`src/logic/btb_pkg.sv`:
```
// branch target predictor shared definitions
// widths, reset address and the structs passed between the
// table ways, the return stack and the fetch pc unit
package btb_pkg;

  // ==============================
  // address and fetch group sizes
  // ==============================
  parameter int unsigned PC_W        = 32;  // one fetch address word
  parameter int unsigned FETCH_WIDTH = 4;   // insns per group, also number of ways
  parameter int unsigned INSN_BYTES  = 6;   // bytes per instruction

  typedef logic [PC_W-1:0] pc_t;

  parameter pc_t RESET_PC = 32'hFFFC0000;  // fetch starts here after reset

  // ==============================
  // table entry and commit group
  // ==============================

  // one btb entry, also one slot of a commit group
  typedef struct packed {
    logic takb;  // branch was taken
    pc_t  pc;    // branch address, full tag
    pc_t  tgt;   // branch target
  } btb_entry_t;

  // slot 0 supplies the table index for the whole group
  typedef btb_entry_t [FETCH_WIDTH-1:0] commit_group_t;

  // ==============================
  // flow change request
  // ==============================
  typedef struct packed {
    logic valid;  // request present this cycle
    pc_t  tgt;    // where fetch goes
  } redirect_t;

endpackage

```
`src/logic/return_stack.sv`:
```
`timescale 1ns/100ps
// return address stack
// a call pushes ret_pc, a return pops, both together do nothing
// the stack grows downward and the pointer wraps at RAS_DEPTH
// ret_addr shows the top entry before any pop at the edge
module return_stack
  import btb_pkg::*;
#(
  parameter int unsigned RAS_DEPTH = 32
) (
  input  logic clk,
  input  logic rst,
  input  logic do_call,   // push this cycle
  input  logic do_ret,    // pop this cycle
  input  pc_t  ret_pc,    // return address of the call
  output pc_t  ret_addr   // current top of stack
);

  localparam int unsigned SP_W = $clog2(RAS_DEPTH);

  typedef logic [SP_W-1:0] sp_t;

  pc_t  ras [RAS_DEPTH];  // return addresses
  sp_t  sp;               // points at the top entry
  sp_t  sp_dn;            // slot a push lands in
  logic push;
  logic pop;

  assign push  = do_call & ~do_ret;
  assign pop   = do_ret & ~do_call;
  assign sp_dn = sp - sp_t'(1);  // wraps below zero

  // ==============================
  // pointer and entries
  // ==============================
  always_ff @(posedge clk) begin
    if (rst) begin
      sp <= '0;
    end else if (push) begin
      sp <= sp_dn;
    end else if (pop) begin
      sp <= sp + sp_t'(1);  // wraps past the top
    end
  end

  always_ff @(posedge clk) begin
    if (rst) begin
      for (int j = 0; j < RAS_DEPTH; j++) begin
        ras[j] <= RESET_PC;  // defined value on an empty pop
      end
    end else if (push) begin
      ras[sp_dn] <= ret_pc;
    end
  end

  assign ret_addr = ras[sp];

endmodule

```
`config.mk`:
```
export PLATFORM = sky130hd
export DESIGN_NAME = return_stack
export DESIGN_NICKNAME = d
export VERILOG_FILES = /design/src/logic/btb_pkg.sv /design/src/logic/return_stack.sv
export SDC_FILE = /design/constraint.sdc
export NUM_CORES = 1
export LEC_CHECK = 0
export BUFFER_PORTS_ARGS = -buffer_cell sky130_fd_sc_hd__clkbuf_2
export CAP_MARGIN = 20
export CORE_MARGIN = 3
export CORE_UTILIZATION = 60
export DETAILED_ROUTE_END_ITERATION = 8
export GPL_ROUTABILITY_DRIVEN = 0
export HOLD_SLACK_MARGIN = 0.05
export PLACE_DENSITY = 0.86
export RECOVER_POWER = 25
export SYNTH_ARGS = -nofsm -noshare
export SYNTH_HDL_FRONTEND = slang
export SYNTH_SLANG_ARGS = --single-unit
```
`constraint.sdc`:
```
create_clock -name clk -period 3.5 [get_ports clk]
set_clock_uncertainty 0.15 [all_clocks]
set_input_delay 0.525 -clock clk [delete_from_list [all_inputs] [get_ports clk]]
set_output_delay 0.525 -clock clk [all_outputs]
set_load 0.02 [all_outputs]
```
# After elaboration in Yosys (flattened, before gate mapping)
# Memories as Yosys holds them, arrays and structs flattened. A register that Yosys moved wholly into a read port is not among the register bits.
# Index checks and enable logic that the tools add are counted.
totals:
  output_inout_bits: 32
  word_cells: 22
  reg_bits: 5
  memories: 1
  ramBits: 1024
  in_bits: 36
memory_table:
  columns: ["name", "depth", "width", "rd", "rd_clocked_by_memory_dff", "write_ports", "line_no", "source"]
  rows:
  - ["ras", 32, 32, 1, 1, 32, "return_stack.sv:23", "pc_t ras [RAS_DEPTH];"]
classes:
  n_mux: 12
  bitwise: 4
  n_addsub: 2
  reduce_logical: 2
ops:
  columns: ["op", "count"]
  rows:
  - ["32-bit two-way mux", 1]
  - ["32-bit OR reduction", 1]
  - ["5-bit two-way mux", 5]
  - ["1-bit two-way mux", 6]
  - ["5-bit by 1-bit adder with 5-bit output, second input constant", 1]
  - ["5-bit by 1-bit subtractor with 5-bit output, second input constant", 1]
  - ["1-bit bitwise AND", 2]
  - ["1-bit NOT", 2]
  - ["2-bit nonzero test", 1]

# Longest topological paths before layout
logic_depth:
  ltp_word: 7
  depth_mapped: 9
  ltp_nobuf: 7

# Worst setup path before layout
# OpenSTA, ideal clock, no wires.
synth_timing:
  path_type: "in2reg"
  startpoint: "input port do_ret"
  endpoint: "memory ras[29][0] in the netlist's numbering (enable)"
  required_ps: 2959
  path_slack_ps: 482
  cell_stages: 8
  t_arrival_ps: 2478
  setup_time_ps: 391
  path_buffers: 2
  cell_sequence: "inv_1 > ha_1 > buf_2 > nor2b_1 > nand2_1 > clkbuf_1 > nor2_1 > or2_1"
synth_lines:
  columns: ["item", "line_no", "source"]
  rows:
  - ["start: declaration", "return_stack.sv:14", "input logic do_ret,"]
  - ["end: declaration", "return_stack.sv:23", null]

==> run summary <==
Crit Path Category: reg -> out
Tmin final: 3.54 ns
Synth Cell Area: 47700 sq um
DP Area: 49300 sq um
Dpl ws: 0.347 ns
Yosys warnings: 0
Largest net degree at the start of global routing: 113
Final WS setup: -0.0436 ns
Initial Utilization: 61.1%
Cell Count, Final, Fillers Out: 4662
Critical-path cell list: buf_16, buf_16, mux2i_1, a22o_1, nor3_1, a31oi_2, nand3_2, clkbuf_2
# setup viols final: 1
Seq/Total Area, Yosys: 64.9%
Antenna-violating nets left: 0
DRT Pass-1 Iters: 5
Startpoint types: flop
Most used cell, CP: buf_16
Hpwl dp: 68000 um
RSZ-0062 raised after global routing: true
Inst Count DP: 4450
Core Util, Final: 67.8%
Commonest cells in the synthesized netlist: edfxtp_1, and2_1, mux2i_1
Reg2reg end: ras[12][28]
Total GRT Usage: 28.6%
Final Cycle Share: 101%
Slew margin rel.: 27.3%
Final routed DRC violation total: 0
Post-synthesis instance total: 3579
CTS tree: built
Clock sinks: 1034
Critical path required time: 2.82 ns
Port Buffers: 67
Slew Viols, Final: 0
Most common cell in the netlist: edfxtp_1
Synth top area share: 64.5%
Number of synthesized register bits: 1034
P&R area growth vs syn: 11.0%
Cts hold-fix bufs: 0
Worst Hold Class: in -> reg
Fmax: 0.282 GHz
Final global-route overflow total: 0
Antenna violations before repair: 4
Crit path capture: ret_addr[19]
Worst reg-to-reg setup slack: 0.05 ns
Die Area: 82900 sq um
Pleak: 16.6 nW
CP max FO: 42
Hold Crit Start: rst
Initial DRC count: 3929
Distinct cells, synth: 38
Vias: 30529
Htree depth: 3
Core area: 78100 sq um
Proportion of layout cells with a drive suffix above 1: 11.2%
Die X: 288 um
Cell taking the most area after synthesis: edfxtp_1
Root Driver: clkbuf_16
Clock transition at path regs: 0.06 ns
Wire length per cell: 26.3 um
Number of fill cells: 4999
Crit-path max cell delay: 0.40 ns
Maxcap violations: 0
Failing checks: negative setup slack
Wire length of the first global-routing pass: 180000 um
Total CTS buffers: 97
R2r startpoint: sp[0]
Worst r2r path cells: 8
Vias per cell: 6.55
Area contributors post-synth: edfxtp_1, mux2i_1, and2_1
Most used flip-flop cell after synthesis: edfxtp_1
Least-Margin Pin Slew: 1.09 ns
Peak supply drop: 0.400 mV
Worst-Skew Late Latency: 0.65 ns
Mean post-synth cell area: 13.3 sq um
Number of flops mapped to enable cells by yosys: 1024
Multi-input gate area: 15500 sq um
Power Dens Cells: 532 nW/um^2
Status: finished, violations left
DRT Wirelength: 122000 um
Clock Path Buffers: 3
Die Span Y: 288 um
FF/Latch Area: 31000 sq um
Post-synth ARST share: 0%
Final nets: 3583
IO Pins: 68
Crit. End Element: primary output
Worst path slowest cell: dfxtp_4
Syn Nets: 3622
CP arrival: 2.87 ns
FP Rows: 102
Final Hold Fails: 0
Layout Cell Area excl Fill: 53000 sq um
Number of global-route vias before repair: 30127
==> layer usage <==
metal / routed length (um) / track usage (%)
met5: 0 / 0
met4: 3970 / 11.0
met3: 13300 / 4.96
met2: 60200 / 46.7
met1: 45000 / 38.7
==> worst min path at each step <==
stage | to | slack [ns] | cells past startpoint
2_1_floorplan | flop | 0.45 | 2
3_3_place_gp | sp[2] | 0.49 | 2
3_5_place_dp | sp[2] | 0.52 | 2
4_1_cts | sp[4] | 0.26 | 3
5_1_grt | sp[4] | 0.37 | 3
6_report | flop | 0.34 | 3
==> where the power goes <==
| part | internal, mW | switching, mW | leakage (nW) |
|---|---|---|---|
| sequential | 13.9 | 0.113 | 9.09 |
| combinational | 1.24 | 2.59 | 6.01 |
| clock | 5.85 | 4.51 | 1.51 |
| total | 21.0 | 7.22 | 16.6 |
==> kinds of logic after synthesis <==
group,share of synthesized area (%)
mux,10.8
fa+ha+maj,0.184
flops,64.9
compound gates,4.36
simple gates,16.7
xor+xnor,0.0735
buf+inv,3.07
==> layout by cell type, fill, tap and decap left out, types with 10 or more instances in the layout <==
cell | netlist | routed
a21oi_1 | 99 | 99
a22o_1 | 64 | 64
a22oi_1 | 96 | 92
a31oi_1 | 33 | 21
a31oi_2 | 0 | 12
and2_0 | 0 | 230
and2_1 | 577 | 346
buf_12 | 0 | 25
buf_16 | 0 | 10
buf_4 | 0 | 80
clkbuf_1 | 285 | 47
clkbuf_16 | 0 | 106
clkbuf_2 | 0 | 75
clkinv_1 | 0 | 20
clkinv_2 | 0 | 19
edfxtp_1 | 1024 | 1024
mux2i_1 | 513 | 512
nand2_1 | 104 | 100
nand3_1 | 96 | 92
nor2_1 | 30 | 31
nor3_1 | 33 | 20
nor3_2 | 0 | 13
or2_1 | 17 | 12
or2_2 | 17 | 17
or3_1 | 450 | 450
==> worst max-delay path: cells and delay by family (launching register included) <==
kind	cells	cell delay, ns
compound gates	2	0.41
buf+inv	3	0.72
flops	1	0.40
mux	1	0.13
simple gates	2	0.54
==> per-stage QoR <==
stage | TNS [ns] | hold slack (ns) | power, mW
final | -0.0436 | 0.342 | 28.2
after global routing | -0.553 | 0.368 | 28.9
after floorplan | 0 | 0.454 | 16.4
after CTS | -0.952 | 0.262 | 27.9
after global placement | 0 | 0.492 | 17.7
after detailed placement | 0 | 0.523 | 17.8
==> cell type report <==
cell class / count / share of cell area (%)
Sequential cell: 1034 / 58.4
Multi-Input combinational cell: 2177 / 29.3
Clock buffer: 126 / 4.95
Timing Repair Buffer: 225 / 3.96
Tap cell: 1040 / 2.46
Clock inverter: 51 / 0.839
Inverter: 5 / 0.0354
Antenna cell: 4 / 0.0189
==> state kept, by name, indices dropped and copies added, names as in the netlist, named ones only <==
| signal | count |
|---|---|
| ras | 1024 |
| sp | 5 |
==> what timing repair did <==
action,in CTS,in global routing
resized for setup,16,36
buffers inserted,5,16
pin swaps,0,2
gates cloned,2,5
setup endpoints to repair,29,29
No activity file was read; power rests on OpenSTA's default activity.
