[src/logic/btb_pkg.sv]
// branch target predictor shared definitions
// widths, reset address and the structs passed between the
// table ways, the return stack and the fetch pc unit
package btb_pkg;

  // ==============================
  // address and fetch group sizes
  // ==============================
  parameter int unsigned PC_W        = 32;  // one fetch address word
  parameter int unsigned FETCH_WIDTH = 4;   // insns per group, also number of ways
  parameter int unsigned INSN_BYTES  = 6;   // bytes per instruction

  typedef logic [PC_W-1:0] pc_t;

  parameter pc_t RESET_PC = 32'hFFFC0000;  // fetch starts here after reset

  // ==============================
  // table entry and commit group
  // ==============================

  // one btb entry, also one slot of a commit group
  typedef struct packed {
    logic takb;  // branch was taken
    pc_t  pc;    // branch address, full tag
    pc_t  tgt;   // branch target
  } btb_entry_t;

  // slot 0 supplies the table index for the whole group
  typedef btb_entry_t [FETCH_WIDTH-1:0] commit_group_t;

  // ==============================
  // flow change request
  // ==============================
  typedef struct packed {
    logic valid;  // request present this cycle
    pc_t  tgt;    // where fetch goes
  } redirect_t;

endpackage

[src/logic/fetch_pc_unit.sv]
`timescale 1ns/100ps
// fetch pc unit
// fixed priority choice of the next fetch address over the
// interrupt, return, correction and miss requests, then the
// lowest hitting table way, then the sequential group step
// holds the fetch pc register, loaded on advance_pc
module fetch_pc_unit
  import btb_pkg::*;
(
  input  logic                   clk,
  input  logic                   rst,
  input  logic                   en,           // allow table predictions
  input  logic                   advance_pc,   // load next_pc this cycle
  input  redirect_t              nmi_req,
  input  redirect_t              irq_req,
  input  redirect_t              excret_req,   // exception return
  input  redirect_t              dec_fix_req,  // decode stage correction
  input  redirect_t              mux_fix_req,  // mux stage override
  input  redirect_t              bsr_req,      // bsr / jsr target
  input  redirect_t              miss_req,     // branch miss
  input  logic                   do_ret,
  input  pc_t                    ret_addr,     // top of return stack
  input  logic [FETCH_WIDTH-1:0] hit,
  input  pc_t  [FETCH_WIDTH-1:0] hit_tgt,
  output pc_t                    pc,
  output pc_t                    next_pc,
  output logic [FETCH_WIDTH-1:0] takb          // one hot, chosen way
);

  localparam int unsigned GROUP_BYTES = FETCH_WIDTH * INSN_BYTES;
  localparam int unsigned WAY_W       = $clog2(FETCH_WIDTH);

  typedef logic [WAY_W-1:0] way_t;

  way_t way_sel;  // lowest hitting way
  logic way_hit;  // some way hits

  // ==============================
  // lowest way pick
  // ==============================
  always_comb begin
    way_sel = '0;
    way_hit = 1'b0;
    // scan from the top so the lowest hit is left standing
    for (int i = FETCH_WIDTH - 1; i >= 0; i--) begin
      if (hit[i]) begin
        way_sel = way_t'(i);
        way_hit = 1'b1;
      end
    end
  end

  // ==============================
  // next pc priority
  // ==============================
  always_comb begin
    next_pc = pc + pc_t'(GROUP_BYTES);  // default, next sequential group
    takb    = '0;
    if (nmi_req.valid) begin
      next_pc = nmi_req.tgt;
    end else if (irq_req.valid) begin
      next_pc = irq_req.tgt;
    end else if (excret_req.valid) begin
      next_pc = excret_req.tgt;
    end else if (do_ret) begin
      next_pc = ret_addr;              // popped return address
    end else if (dec_fix_req.valid) begin
      next_pc = dec_fix_req.tgt;       // decode beats mux stage
    end else if (mux_fix_req.valid) begin
      next_pc = mux_fix_req.tgt;
    end else if (bsr_req.valid) begin
      next_pc = bsr_req.tgt;
    end else if (miss_req.valid) begin
      next_pc = miss_req.tgt;
    end else if (en && way_hit) begin
      next_pc       = hit_tgt[way_sel];
      takb[way_sel] = 1'b1;            // record taken slot
    end
  end

  // fetch pc, holds while advance_pc is low
  always_ff @(posedge clk) begin
    if (rst) begin
      pc <= RESET_PC;
    end else if (advance_pc) begin
      pc <= next_pc;
    end
  end

endmodule

[config.mk]
export PLATFORM = sky130hd
export DESIGN_NAME = fetch_pc_unit
export DESIGN_NICKNAME = d
export VERILOG_FILES = /design/src/logic/btb_pkg.sv /design/src/logic/fetch_pc_unit.sv
export SDC_FILE = /design/constraint.sdc
export NUM_CORES = 1
export LEC_CHECK = 0
export ABC_CLOCK_PERIOD_IN_PS = 3450
export BUFFER_PORTS_ARGS = -buffer_cell sky130_fd_sc_hd__buf_4
export CAP_MARGIN = 10
export CORE_AREA = 2 2 180 182
export DETAILED_ROUTE_END_ITERATION = 10
export DIE_AREA = 0 0 182 184
export PLACE_DENSITY = 0.4
export SLEW_MARGIN = 20
export SYNTH_ARGS = -nofsm -noshare
export SYNTH_HDL_FRONTEND = slang
export SYNTH_SLANG_ARGS = --single-unit
[constraint.sdc]
create_clock -name clk -period 3.45 [get_ports clk]
set_input_delay 0 -clock clk [delete_from_list [all_inputs] [get_ports clk]]
set_output_delay 0 -clock clk [all_outputs]
set_load 0.1 [all_outputs]
Word level (Yosys, flattened, before mapping). Cells that the tools add are included.

Bits in latches: 0. Bits of input ports: 400. Logic and storage cells: 36. Output and inout bits: 68. Memory bits (writable): 0. Bits in registers: 32. Bits in read-only memories: 0. Memories kept: 0.

Order comparisons: 2. Equal/unequal tests: 0. Multipliers: 0. Shift-type cells: 0. Reduce and logical (&&, ||, !) cells: 2. Add/sub/neg operators: 1. Divide/modulo/power cells: 0. Bitwise operators: 0. Multiplexer cells: 30.

Operator list (count): $mux 32 (10); $bmux 32 s2 (1); $mux 4 (9); $add 32x5->32 const B (1); $mux 2 (4); $mux 1 (5); $lt 2x3->1 const B (1); $demux 1 s2 (1); $ge 2x1->1 const B (1); $logic_and 1x1->1 (2).

Logic depth before layout (Yosys ltp). Gate-level depths: netlist of run 1.

Depth in word-level cells: 17. Mapped depth: 9.

Worst setup path after synthesis of run 1. No wires, ideal clock.

Path type: register -> output. From: register pc[3]. To: output next_pc[19]. Cell stages (with the launch flop): 10. Slack: -1.306 ns. Arrival time: 4.756 ns. Path buffers: 1. Path through: dfxtp_1 -> inv_1 -> ha_1 -> and4b_1 -> buf_4 -> nand2_2 -> or3_1 -> xor2_1 -> o221a_2 -> o21ai_0.

Cells in the longest elaborated chain, start to end: 10.

RTL lines: start, declared (line fetch_pc_unit.sv:25) `output pc_t pc,`; start signal, assigned (line fetch_pc_unit.sv:86) `pc <= next_pc;`; $add 32x5->32 (line fetch_pc_unit.sv:57) `next_pc = pc + pc_t'(GROUP_BYTES);`; $mux 32 (line fetch_pc_unit.sv:75) `end else if (en && way_hit) begin`; $mux 32 (line fetch_pc_unit.sv:73) `end else if (miss_req.valid) begin`; $mux 32 (line fetch_pc_unit.sv:71) `end else if (bsr_req.valid) begin`; $mux 32 (line fetch_pc_unit.sv:69) `end else if (mux_fix_req.valid) begin`; $mux 32 (line fetch_pc_unit.sv:67) `end else if (dec_fix_req.valid) begin`; $mux 32 (line fetch_pc_unit.sv:65) `end else if (do_ret) begin`; $mux 32 (line fetch_pc_unit.sv:63) `end else if (excret_req.valid) begin`; $mux 32 (line fetch_pc_unit.sv:61) `end else if (irq_req.valid) begin`; $mux 32 (line fetch_pc_unit.sv:59) `if (nmi_req.valid) begin`; end, declared (line fetch_pc_unit.sv:26) `output pc_t next_pc,`.

Every way passes these cells.

Worst setup path in the final report of run 1.
From: register pc[3]. To: output next_pc[23].

Same word-level chain as after synthesis.

==> metrics.txt, run 1 <==
# TYPE chip_impl_metric gauge
chip_impl_metric{name="post_cts_buffers",unit=""} 0
chip_impl_metric{name="drc_errors",unit=""} 0
chip_impl_info{name="top_cell_types_by_occurrence_after_synthesis",value="sky130_fd_sc_hd__o21ai_0, sky130_fd_sc_hd__nand2_1, sky130_fd_sc_hd__a21oi_1"} 1
chip_impl_info{name="cp-end-kind",value="output port"} 1
chip_impl_info{name="synth_area_leader_cell",value="sky130_fd_sc_hd__dfxtp_1"} 1
chip_impl_metric{name="antenna_found_initial",unit=""} 4
chip_impl_metric{name="htree_num_levels",unit=""} 2
chip_impl_metric{name="postSynthNetCount",unit=""} 1224
chip_impl_metric{name="final_antenna_net_count",unit=""} 0
chip_impl_metric{name="placeableCoreArea",unit="um^2"} 31400
chip_impl_metric{name="place.gp.congestion",unit=""} 0.881
chip_impl_metric{name="hold_ws",unit="ns"} 0.0104
chip_impl_info{name="synth_ff_type",value="sky130_fd_sc_hd__dfxtp_1"} 1
chip_impl_metric{name="ys_seq_area_share",unit="%"} 11.3
chip_impl_info{name="status",value="finished clean"} 1
chip_impl_metric{name="synthesis.area",unit="um^2"} 5660
chip_impl_metric{name="average_cell_area_after_synthesis",unit="um^2"} 6.88
chip_impl_metric{name="relative_slew_margins",unit="%"} 32.9
chip_impl_metric{name="global_route_wire_length_before_repair",unit="um"} 69200
chip_impl_metric{name="dp_hpwl",unit="um"} 41700
chip_impl_metric{name="grt_use_total",unit="%"} 28.9
chip_impl_info{name="regMostFlops",value="pc"} 1
chip_impl_metric{name="port_buffers",unit=""} 467
chip_impl_metric{name="synth-edff-count",unit=""} 0
chip_impl_metric{name="clock-skew-final",unit="ns"} 0.00995
chip_impl_info{name="synthTopCellsByArea",value="sky130_fd_sc_hd__dfxtp_1, sky130_fd_sc_hd__a221oi_1, sky130_fd_sc_hd__o21ai_0"} 1
chip_impl_metric{name="post_synth_inst_count",unit=""} 823
chip_impl_metric{name="die_w",unit="um"} 182
chip_impl_info{name="worstHoldPathType",value="in2reg"} 1
chip_impl_metric{name="worstMarginPinSlew",unit="ns"} 0.999
chip_impl_metric{name="rows",unit=""} 65
chip_impl_metric{name="dieHeight",unit="um"} 184
chip_impl_metric{name="drt_pre_antenna_iters",unit=""} 5
chip_impl_info{name="biggestRegsByFlops",value="pc x32"} 1
chip_impl_metric{name="vias",unit=""} 9088
chip_impl_metric{name="grt.met3_usage",unit="%"} 5.82
chip_impl_metric{name="final.min_clock_period",unit="ns"} 3.06
chip_impl_metric{name="post_cts_resized",unit=""} 0
chip_impl_metric{name="final-max-slew-violation-count",unit=""} 0
chip_impl_metric{name="io_pins",unit=""} 468
chip_impl_metric{name="period_share",unit="%"} 88.7
chip_impl_metric{name="vias_per_cell",unit=""} 5.46
chip_impl_metric{name="synth.lib_cells_used.distinct",unit=""} 86
chip_impl_metric{name="cts.path.max_buffers",unit=""} 2
chip_impl_metric{name="finish.net_count",unit=""} 1659
chip_impl_metric{name="power.ir.vdd_worst",unit="mV"} 0.164
chip_impl_metric{name="max_freq",unit="GHz"} 0.327
chip_impl_metric{name="async_reset_ff_share",unit="%"} 0
chip_impl_metric{name="yosys_register_bits",unit=""} 32
chip_impl_metric{name="finalWorstSetupSlack",unit="ns"} 0.391
chip_impl_info{name="startpoint_to_endpoint_class_of_the_critical_path",value="reg2out"} 1
chip_impl_metric{name="cp_max_fo",unit=""} 9
chip_impl_metric{name="skew_pair_late_insertion_delay",unit="ns"} 0.30
chip_impl_metric{name="worstPathRequired",unit="ns"} 3.45
chip_impl_metric{name="grt.overflow.total",unit=""} 0
chip_impl_metric{name="grt_max_degree",unit=""} 42
chip_impl_metric{name="pwr_density_cell",unit="nW/um^2"} 270
chip_impl_metric{name="finalPower",unit="mW"} 2.66
chip_impl_metric{name="max_cap_violations",unit=""} 0
chip_impl_metric{name="critPathArrivalTime",unit="ns"} 3.06
chip_impl_metric{name="synth.top_cell.area_share",unit="%"} 11.3
chip_impl_metric{name="first_global_vias",unit=""} 9244
chip_impl_metric{name="dieArea",unit="um^2"} 33500
chip_impl_metric{name="synthToLayoutAreaGrowth",unit="%"} 73.9
chip_impl_metric{name="gr-usage-met1",unit="%"} 34.6
chip_impl_metric{name="wirelength",unit="um"} 50200
chip_impl_info{name="crit_path_start_kind",value="flip-flop"} 1
chip_impl_metric{name="detail_route.wl_per_cell",unit="um"} 30.2
chip_impl_metric{name="clock-sinks",unit=""} 32
chip_impl_metric{name="number_of_flip_flops_in_the_largest_register",unit=""} 32
chip_impl_metric{name="placement_setup_slack",unit="ns"} 0.740
chip_impl_metric{name="timing_hold_violations_final",unit=""} 0
chip_impl_metric{name="cellLeakagePower",unit="nW"} 4.26
chip_impl_info{name="grt.busiest_layer",value="met2"} 1
chip_impl_metric{name="dr.first_iter.drc_count",unit=""} 556
chip_impl_info{name="clock_tree.root_cell",value="sky130_fd_sc_hd__clkbuf_16"} 1
chip_impl_metric{name="synth_warnings",unit=""} 0
chip_impl_metric{name="global_route.usage.met2",unit="%"} 51.1
chip_impl_metric{name="start_util",unit="%"} 18.0
chip_impl_metric{name="post_route_cells_drive_above_1_share",unit="%"} 44.4
chip_impl_info{name="rsz0062_at_grt",value="no"} 1
chip_impl_info{name="yosys.cell_count.top_type",value="sky130_fd_sc_hd__o21ai_0"} 1
chip_impl_metric{name="cts-buffers-inserted",unit=""} 5
chip_impl_info{name="cts_tree",value="yes"} 1
chip_impl_metric{name="setup-violations-final",unit=""} 0
chip_impl_metric{name="clkSlewWorstSetupHoldPaths",unit="ns"} 0.06
-- where the power goes --
part           switching, mW  total [mW]  internal, mW
clock network          0.191       0.479         0.289
logic                   1.12        1.72         0.606
registers             0.0543       0.454         0.399
total                   1.36        2.66          1.29
-- what timing repair did --
item,CTS,global route
hold buffers,2,0
setup endpoints to repair,0,0
hold endpoints to repair,2,0
-- cells by family (layout without fill, tap and decap cells) --
logic type / Yosys count / in the layout / share of synthesized area [%]
flops: 32 / 32 / 11.3
other cells: 0 / 3 / 0
mux: 3 / 3 / 0.552
fa+ha+maj: 1 / 1 / 0.221
buf+inv: 108 / 544 / 8.53
xor+xnor: 14 / 14 / 2.17
compound gates: 385 / 385 / 50.3
simple gates: 280 / 280 / 26.9
-- worst paths after layout --
kind         slack [ns]  cells after the start        start     endpoint
max reg2reg        0.93                      9        pc[3]       pc[23]
min                0.01                      3  nmi_req[24]       pc[24]
min reg2reg        0.53                      2       pc[17]       pc[17]
max                0.39                     10        pc[3]  next_pc[23]
-- critical path: stages, from the launching register on --
cell	delay (ns)
sky130_fd_sc_hd__dfxtp_1	0.40
sky130_fd_sc_hd__inv_1	0.10
sky130_fd_sc_hd__ha_1	0.24
sky130_fd_sc_hd__and4b_1	0.24
sky130_fd_sc_hd__buf_4	0.17
sky130_fd_sc_hd__nand2_2	0.13
sky130_fd_sc_hd__nor3_1	0.31
sky130_fd_sc_hd__xnor2_1	0.16
sky130_fd_sc_hd__a221oi_1	0.51
sky130_fd_sc_hd__or2_2	0.20
sky130_fd_sc_hd__buf_4	0.29
-- placed cells by master (no fill, tap or decap), types with 6 or more instances in the layout --
master,count
sky130_fd_sc_hd__nand3b_1,8
sky130_fd_sc_hd__and2_1,20
sky130_fd_sc_hd__xnor2_1,8
sky130_fd_sc_hd__a22oi_1,27
sky130_fd_sc_hd__nor3_1,18
sky130_fd_sc_hd__nor2b_1,16
sky130_fd_sc_hd__or2_2,8
sky130_fd_sc_hd__nor4_1,8
sky130_fd_sc_hd__nor2_1,49
sky130_fd_sc_hd__nand2b_1,6
sky130_fd_sc_hd__o221ai_1,19
sky130_fd_sc_hd__nand2_1,58
sky130_fd_sc_hd__buf_4,508
sky130_fd_sc_hd__o22ai_1,22
sky130_fd_sc_hd__nand4_1,12
sky130_fd_sc_hd__o2111ai_1,11
sky130_fd_sc_hd__a21oi_2,6
sky130_fd_sc_hd__o21ai_0,59
sky130_fd_sc_hd__and3_1,9
sky130_fd_sc_hd__a211o_1,7
sky130_fd_sc_hd__nand3_1,23
sky130_fd_sc_hd__a22o_1,8
sky130_fd_sc_hd__a31oi_1,19
sky130_fd_sc_hd__a221oi_1,38
sky130_fd_sc_hd__a221o_1,19
sky130_fd_sc_hd__xor2_1,6
sky130_fd_sc_hd__a21oi_1,47
sky130_fd_sc_hd__dfxtp_1,32
sky130_fd_sc_hd__inv_1,21
sky130_fd_sc_hd__or3_1,6
sky130_fd_sc_hd__o21a_1,14
sky130_fd_sc_hd__o31ai_1,8
sky130_fd_sc_hd__o211ai_1,10
-- metrics by stage --
step / utilization (%) / area (um^2) / cells / TNS [ns]
6_report: 31.4 / 9850 / 1664 / 0
5_1_grt: 31.4 / 9840 / 1663 / 0
4_1_cts: 31.3 / 9840 / 1661 / 0
3_5_place_dp: 30.8 / 9670 / 1651 / 0
3_3_place_gp: 30.8 / 9670 / 1651 / 0
2_1_floorplan: - / 5730 / 823 / -0.548
-- routing by layer --
| metal | part of all wire [%] | up-vias |
|---|---|---|
| li1 | - | 4177 |
| met4 | 3.6 | 2 |
| met2 | 49 | 438 |
| met1 | 41 | 4397 |
| met5 | 0.020 | - |
| met3 | 6.8 | 74 |
-- layout make-up --
| class | instances | area (um^2) |
|---|---|---|
| inverters | 26 | 97.6 |
| diodes | 3 | 7.51 |
| multi-input cells | 683 | 4620 |
| clock buffers | 8 | 146 |
| flip-flops and latches | 32 | 641 |
| well taps | 402 | 503 |
| fillers | 3557 | 21500 |
| repair buffers | 510 | 3830 |
Power figures use the tool's default switching activity.
==> run 2: changes to the inputs <==
--- a/config.mk
+++ b/config.mk
@@ -12,5 +12,5 @@
 export DETAILED_ROUTE_END_ITERATION = 10
 export DIE_AREA = 0 0 182 184
-export PLACE_DENSITY = 0.4
+export PLACE_DENSITY_LB_ADDON = 0.05
 export SLEW_MARGIN = 20
 export SYNTH_ARGS = -nofsm -noshare
==> constraint.sdc (replaced) <==
create_clock -name clk -period 3.45 [get_ports clk]
set_input_delay 0.345 -clock clk [delete_from_list [all_inputs] [get_ports clk]]
set_output_delay 0.345 -clock clk [all_outputs]
set_load 0.1 [all_outputs]
==> run 2 against run 1 <==
Effect of this change: sequential power hardly changed; largest power group unchanged; critical path type is now in2out; power increased by 0.58%; via count rose by 0.22%; fmax decreased by 8.6%; worst hold slack improved by 0.32 ns; clock skew decreased by 0.0019 ns.
==> metrics.txt, run 2 (synthesized netlist as in run 1, its figures left out) <==
# TYPE chip_impl_metric gauge
chip_impl_metric{name="cellLeakagePower",unit="nW"} 4.35
chip_impl_metric{name="n_fill_cell",unit=""} 3527
chip_impl_metric{name="finish.net_count",unit=""} 1676
chip_impl_metric{name="detail_route.wl_per_cell",unit="um"} 29.9
chip_impl_metric{name="vias",unit=""} 9108
chip_impl_metric{name="timing_hold_violations_final",unit=""} 0
chip_impl_metric{name="drc_errors",unit=""} 0
chip_impl_info{name="regMostFlops",value="pc"} 1
chip_impl_metric{name="clock-sinks",unit=""} 32
chip_impl_info{name="crit_path_start_kind",value="primary input"} 1
chip_impl_metric{name="placedCellCount",unit=""} 1670
chip_impl_info{name="status",value="finished clean"} 1
chip_impl_metric{name="dieArea",unit="um^2"} 33500
chip_impl_metric{name="relative_slew_margins",unit="%"} 30.0
chip_impl_metric{name="seq_power_share",unit="%"} 16.9
chip_impl_metric{name="period_share",unit="%"} 97.0
chip_impl_metric{name="dp_hpwl",unit="um"} 42100
chip_impl_metric{name="io_pins",unit=""} 468
chip_impl_metric{name="vias_per_cell",unit=""} 5.41
chip_impl_metric{name="grt.overflow.total",unit=""} 0
chip_impl_metric{name="critPathArrivalTime",unit="ns"} 3.00
chip_impl_info{name="final_common_cell",value="sky130_fd_sc_hd__buf_4"} 1
chip_impl_metric{name="number_of_flip_flops_in_the_largest_register",unit=""} 32
chip_impl_metric{name="pwr_density_cell",unit="nW/um^2"} 267
chip_impl_metric{name="place.gp.congestion",unit=""} 0.880
chip_impl_metric{name="cp_max_fo",unit=""} 15
chip_impl_metric{name="synthToLayoutAreaGrowth",unit="%"} 76.6
chip_impl_metric{name="final_antenna_net_count",unit=""} 0
chip_impl_metric{name="final.min_clock_period",unit="ns"} 3.35
chip_impl_metric{name="slowest_delay",unit="ns"} 0.80
chip_impl_metric{name="swShare",unit="%"} 50.9
chip_impl_metric{name="port_buffers",unit=""} 467
chip_impl_metric{name="final-max-slew-violation-count",unit=""} 0
chip_impl_info{name="cp_cell_sequence",value="buf_4 > nor2b_1 > a221oi_1 > o311ai_0 > buf_4 > o2111ai_1 > a21oi_1 > or2_2 > buf_4"} 1
chip_impl_info{name="rsz0062_at_grt",value="no"} 1
chip_impl_info{name="startpoint_to_endpoint_class_of_the_critical_path",value="in2out"} 1
chip_impl_metric{name="htree_num_levels",unit=""} 2
chip_impl_metric{name="worstMarginPinSlew",unit="ns"} 1.05
chip_impl_metric{name="dr.first_iter.drc_count",unit=""} 593
chip_impl_info{name="clock_tree.root_cell",value="sky130_fd_sc_hd__clkbuf_16"} 1
chip_impl_metric{name="placeableCoreArea",unit="um^2"} 31400
chip_impl_metric{name="post-route-cell-area",unit="um^2"} 10000
chip_impl_metric{name="start_util",unit="%"} 18.0
chip_impl_metric{name="grt_use_total",unit="%"} 28.9
chip_impl_metric{name="setup-violations-final",unit=""} 0
chip_impl_info{name="cp-end-kind",value="output port"} 1
chip_impl_metric{name="placement.cell_area",unit="um^2"} 9840
chip_impl_info{name="mostFrequentLayoutCells",value="sky130_fd_sc_hd__buf_4, sky130_fd_sc_hd__o21ai_0, sky130_fd_sc_hd__nand2_1"} 1
chip_impl_metric{name="grt_max_degree",unit=""} 36
chip_impl_metric{name="switchingPower",unit="mW"} 1.36
chip_impl_info{name="timing.critical_path.slowest_stage_cell",value="sky130_fd_sc_hd__o311ai_0"} 1
chip_impl_metric{name="clkSlewWorstSetupHoldPaths",unit="ns"} 0.06
chip_impl_metric{name="post_route_cells_drive_above_1_share",unit="%"} 45.8
chip_impl_metric{name="rows",unit=""} 65
chip_impl_metric{name="cts-buffers-inserted",unit=""} 5
chip_impl_metric{name="pwr-share-clk",unit="%"} 18.0
chip_impl_metric{name="die_w",unit="um"} 182
chip_impl_metric{name="global_route_wire_length_before_repair",unit="um"} 69000
chip_impl_metric{name="power.ir.vdd_worst",unit="mV"} 0.163
chip_impl_metric{name="max_freq",unit="GHz"} 0.299
chip_impl_info{name="timing.critical_path.mode_cell",value="sky130_fd_sc_hd__buf_4"} 1
chip_impl_metric{name="antenna_found_initial",unit=""} 7
chip_impl_metric{name="cts.path.max_buffers",unit=""} 2
chip_impl_metric{name="clock-skew-final",unit="ns"} 0.00805
chip_impl_metric{name="postCtsHoldBufs",unit=""} 0
chip_impl_metric{name="portion_of_total_power_attributed_to_combinational_logic",unit="%"} 65.1
chip_impl_info{name="cts_tree",value="yes"} 1
chip_impl_metric{name="drt_pre_antenna_iters",unit=""} 5
chip_impl_metric{name="layout.cells.non_filler",unit=""} 1682
chip_impl_metric{name="skew_pair_late_insertion_delay",unit="ns"} 0.29
chip_impl_metric{name="max_cap_violations",unit=""} 0
chip_impl_metric{name="cell_internal_pwr",unit="mW"} 1.31
chip_impl_metric{name="first_global_vias",unit=""} 9297
chip_impl_metric{name="post_cts_buffers",unit=""} 0
chip_impl_metric{name="wirelength",unit="um"} 50300
chip_impl_metric{name="worstPathRequired",unit="ns"} 3.11
chip_impl_metric{name="dieHeight",unit="um"} 184
chip_impl_info{name="worstHoldPathType",value="in2reg"} 1
chip_impl_info{name="biggestRegsByFlops",value="pc x32"} 1
-- run 2: through the flow --
stage | setup slack (ns) | power, mW | utilization [%] | TNS [ns] | hold slack (ns)
floorplan | -0.147 | 1.40 | - | -0.147 | 0.527
finish | 0.105 | 2.67 | 31.9 | 0 | 0.334
CTS | 0.00346 | 2.68 | 31.8 | 0 | 0.334
detailed placement | 0.164 | 2.19 | 31.4 | 0 | 0.511
global route | 0.0480 | 2.78 | 31.9 | 0 | 0.364
global placement | 0.120 | 2.19 | 31.4 | 0 | 0.506
-- run 2: worst paths after layout --
check,to,startpoint,slack [ns],cells after the start
worst max register to register,pc[29],pc[3],0.99,8
worst min register to register,pc[17],pc[17],0.53,2
worst max-delay path,next_pc[20],hit[3],0.10,9
worst min-delay path,pc[28],nmi_req[28],0.33,3
-- run 2: per-layer routing --
metal	track usage [%]	up-vias	share of wire (%)	wire length, um
li1	-	4219	-	-
met1	34.6	4367	40	20300
met2	51.0	464	49	24500
met3	7.79	54	8.6	4340
met4	7.19	4	2.2	1120
met5	0	-	0.044	22
-- run 2: critical path: cells and delay by family --
family                 cells  cell delay (ns)
buffers and inverters      3             0.70
AOI/OAI and AO/OA          4             1.45
and+or+nand+nor            2             0.50
-- run 2: power by group through the flow --
stage | sequential [mW] | clock [mW] | combinational [mW]
finish | 0.453 | 0.481 | 1.74
global route | 0.458 | 0.501 | 1.82
CTS | 0.453 | 0.486 | 1.74
detailed placement | 0.461 | 0 | 1.73
global placement | 0.460 | 0 | 1.73
floorplan | 0.648 | 0 | 0.749
-- run 2: repair_timing --
action | 4_1_cts | 5_1_grt
setup endpoints to repair | 0 | 2
gates resized for setup | 0 | 1
hold endpoints to repair | 0 | 0
-- run 2: layout make-up --
type	count	area [um^2]	share of cell area, %
multi-input combinational	683	4640	46.4
timing repair buffer	527	3960	39.6
sequential	32	643	6.43
tap	402	503	5.03
clock buffer	8	146	1.46
inverter	26	97.6	0.976
antenna	4	10.0	0.100
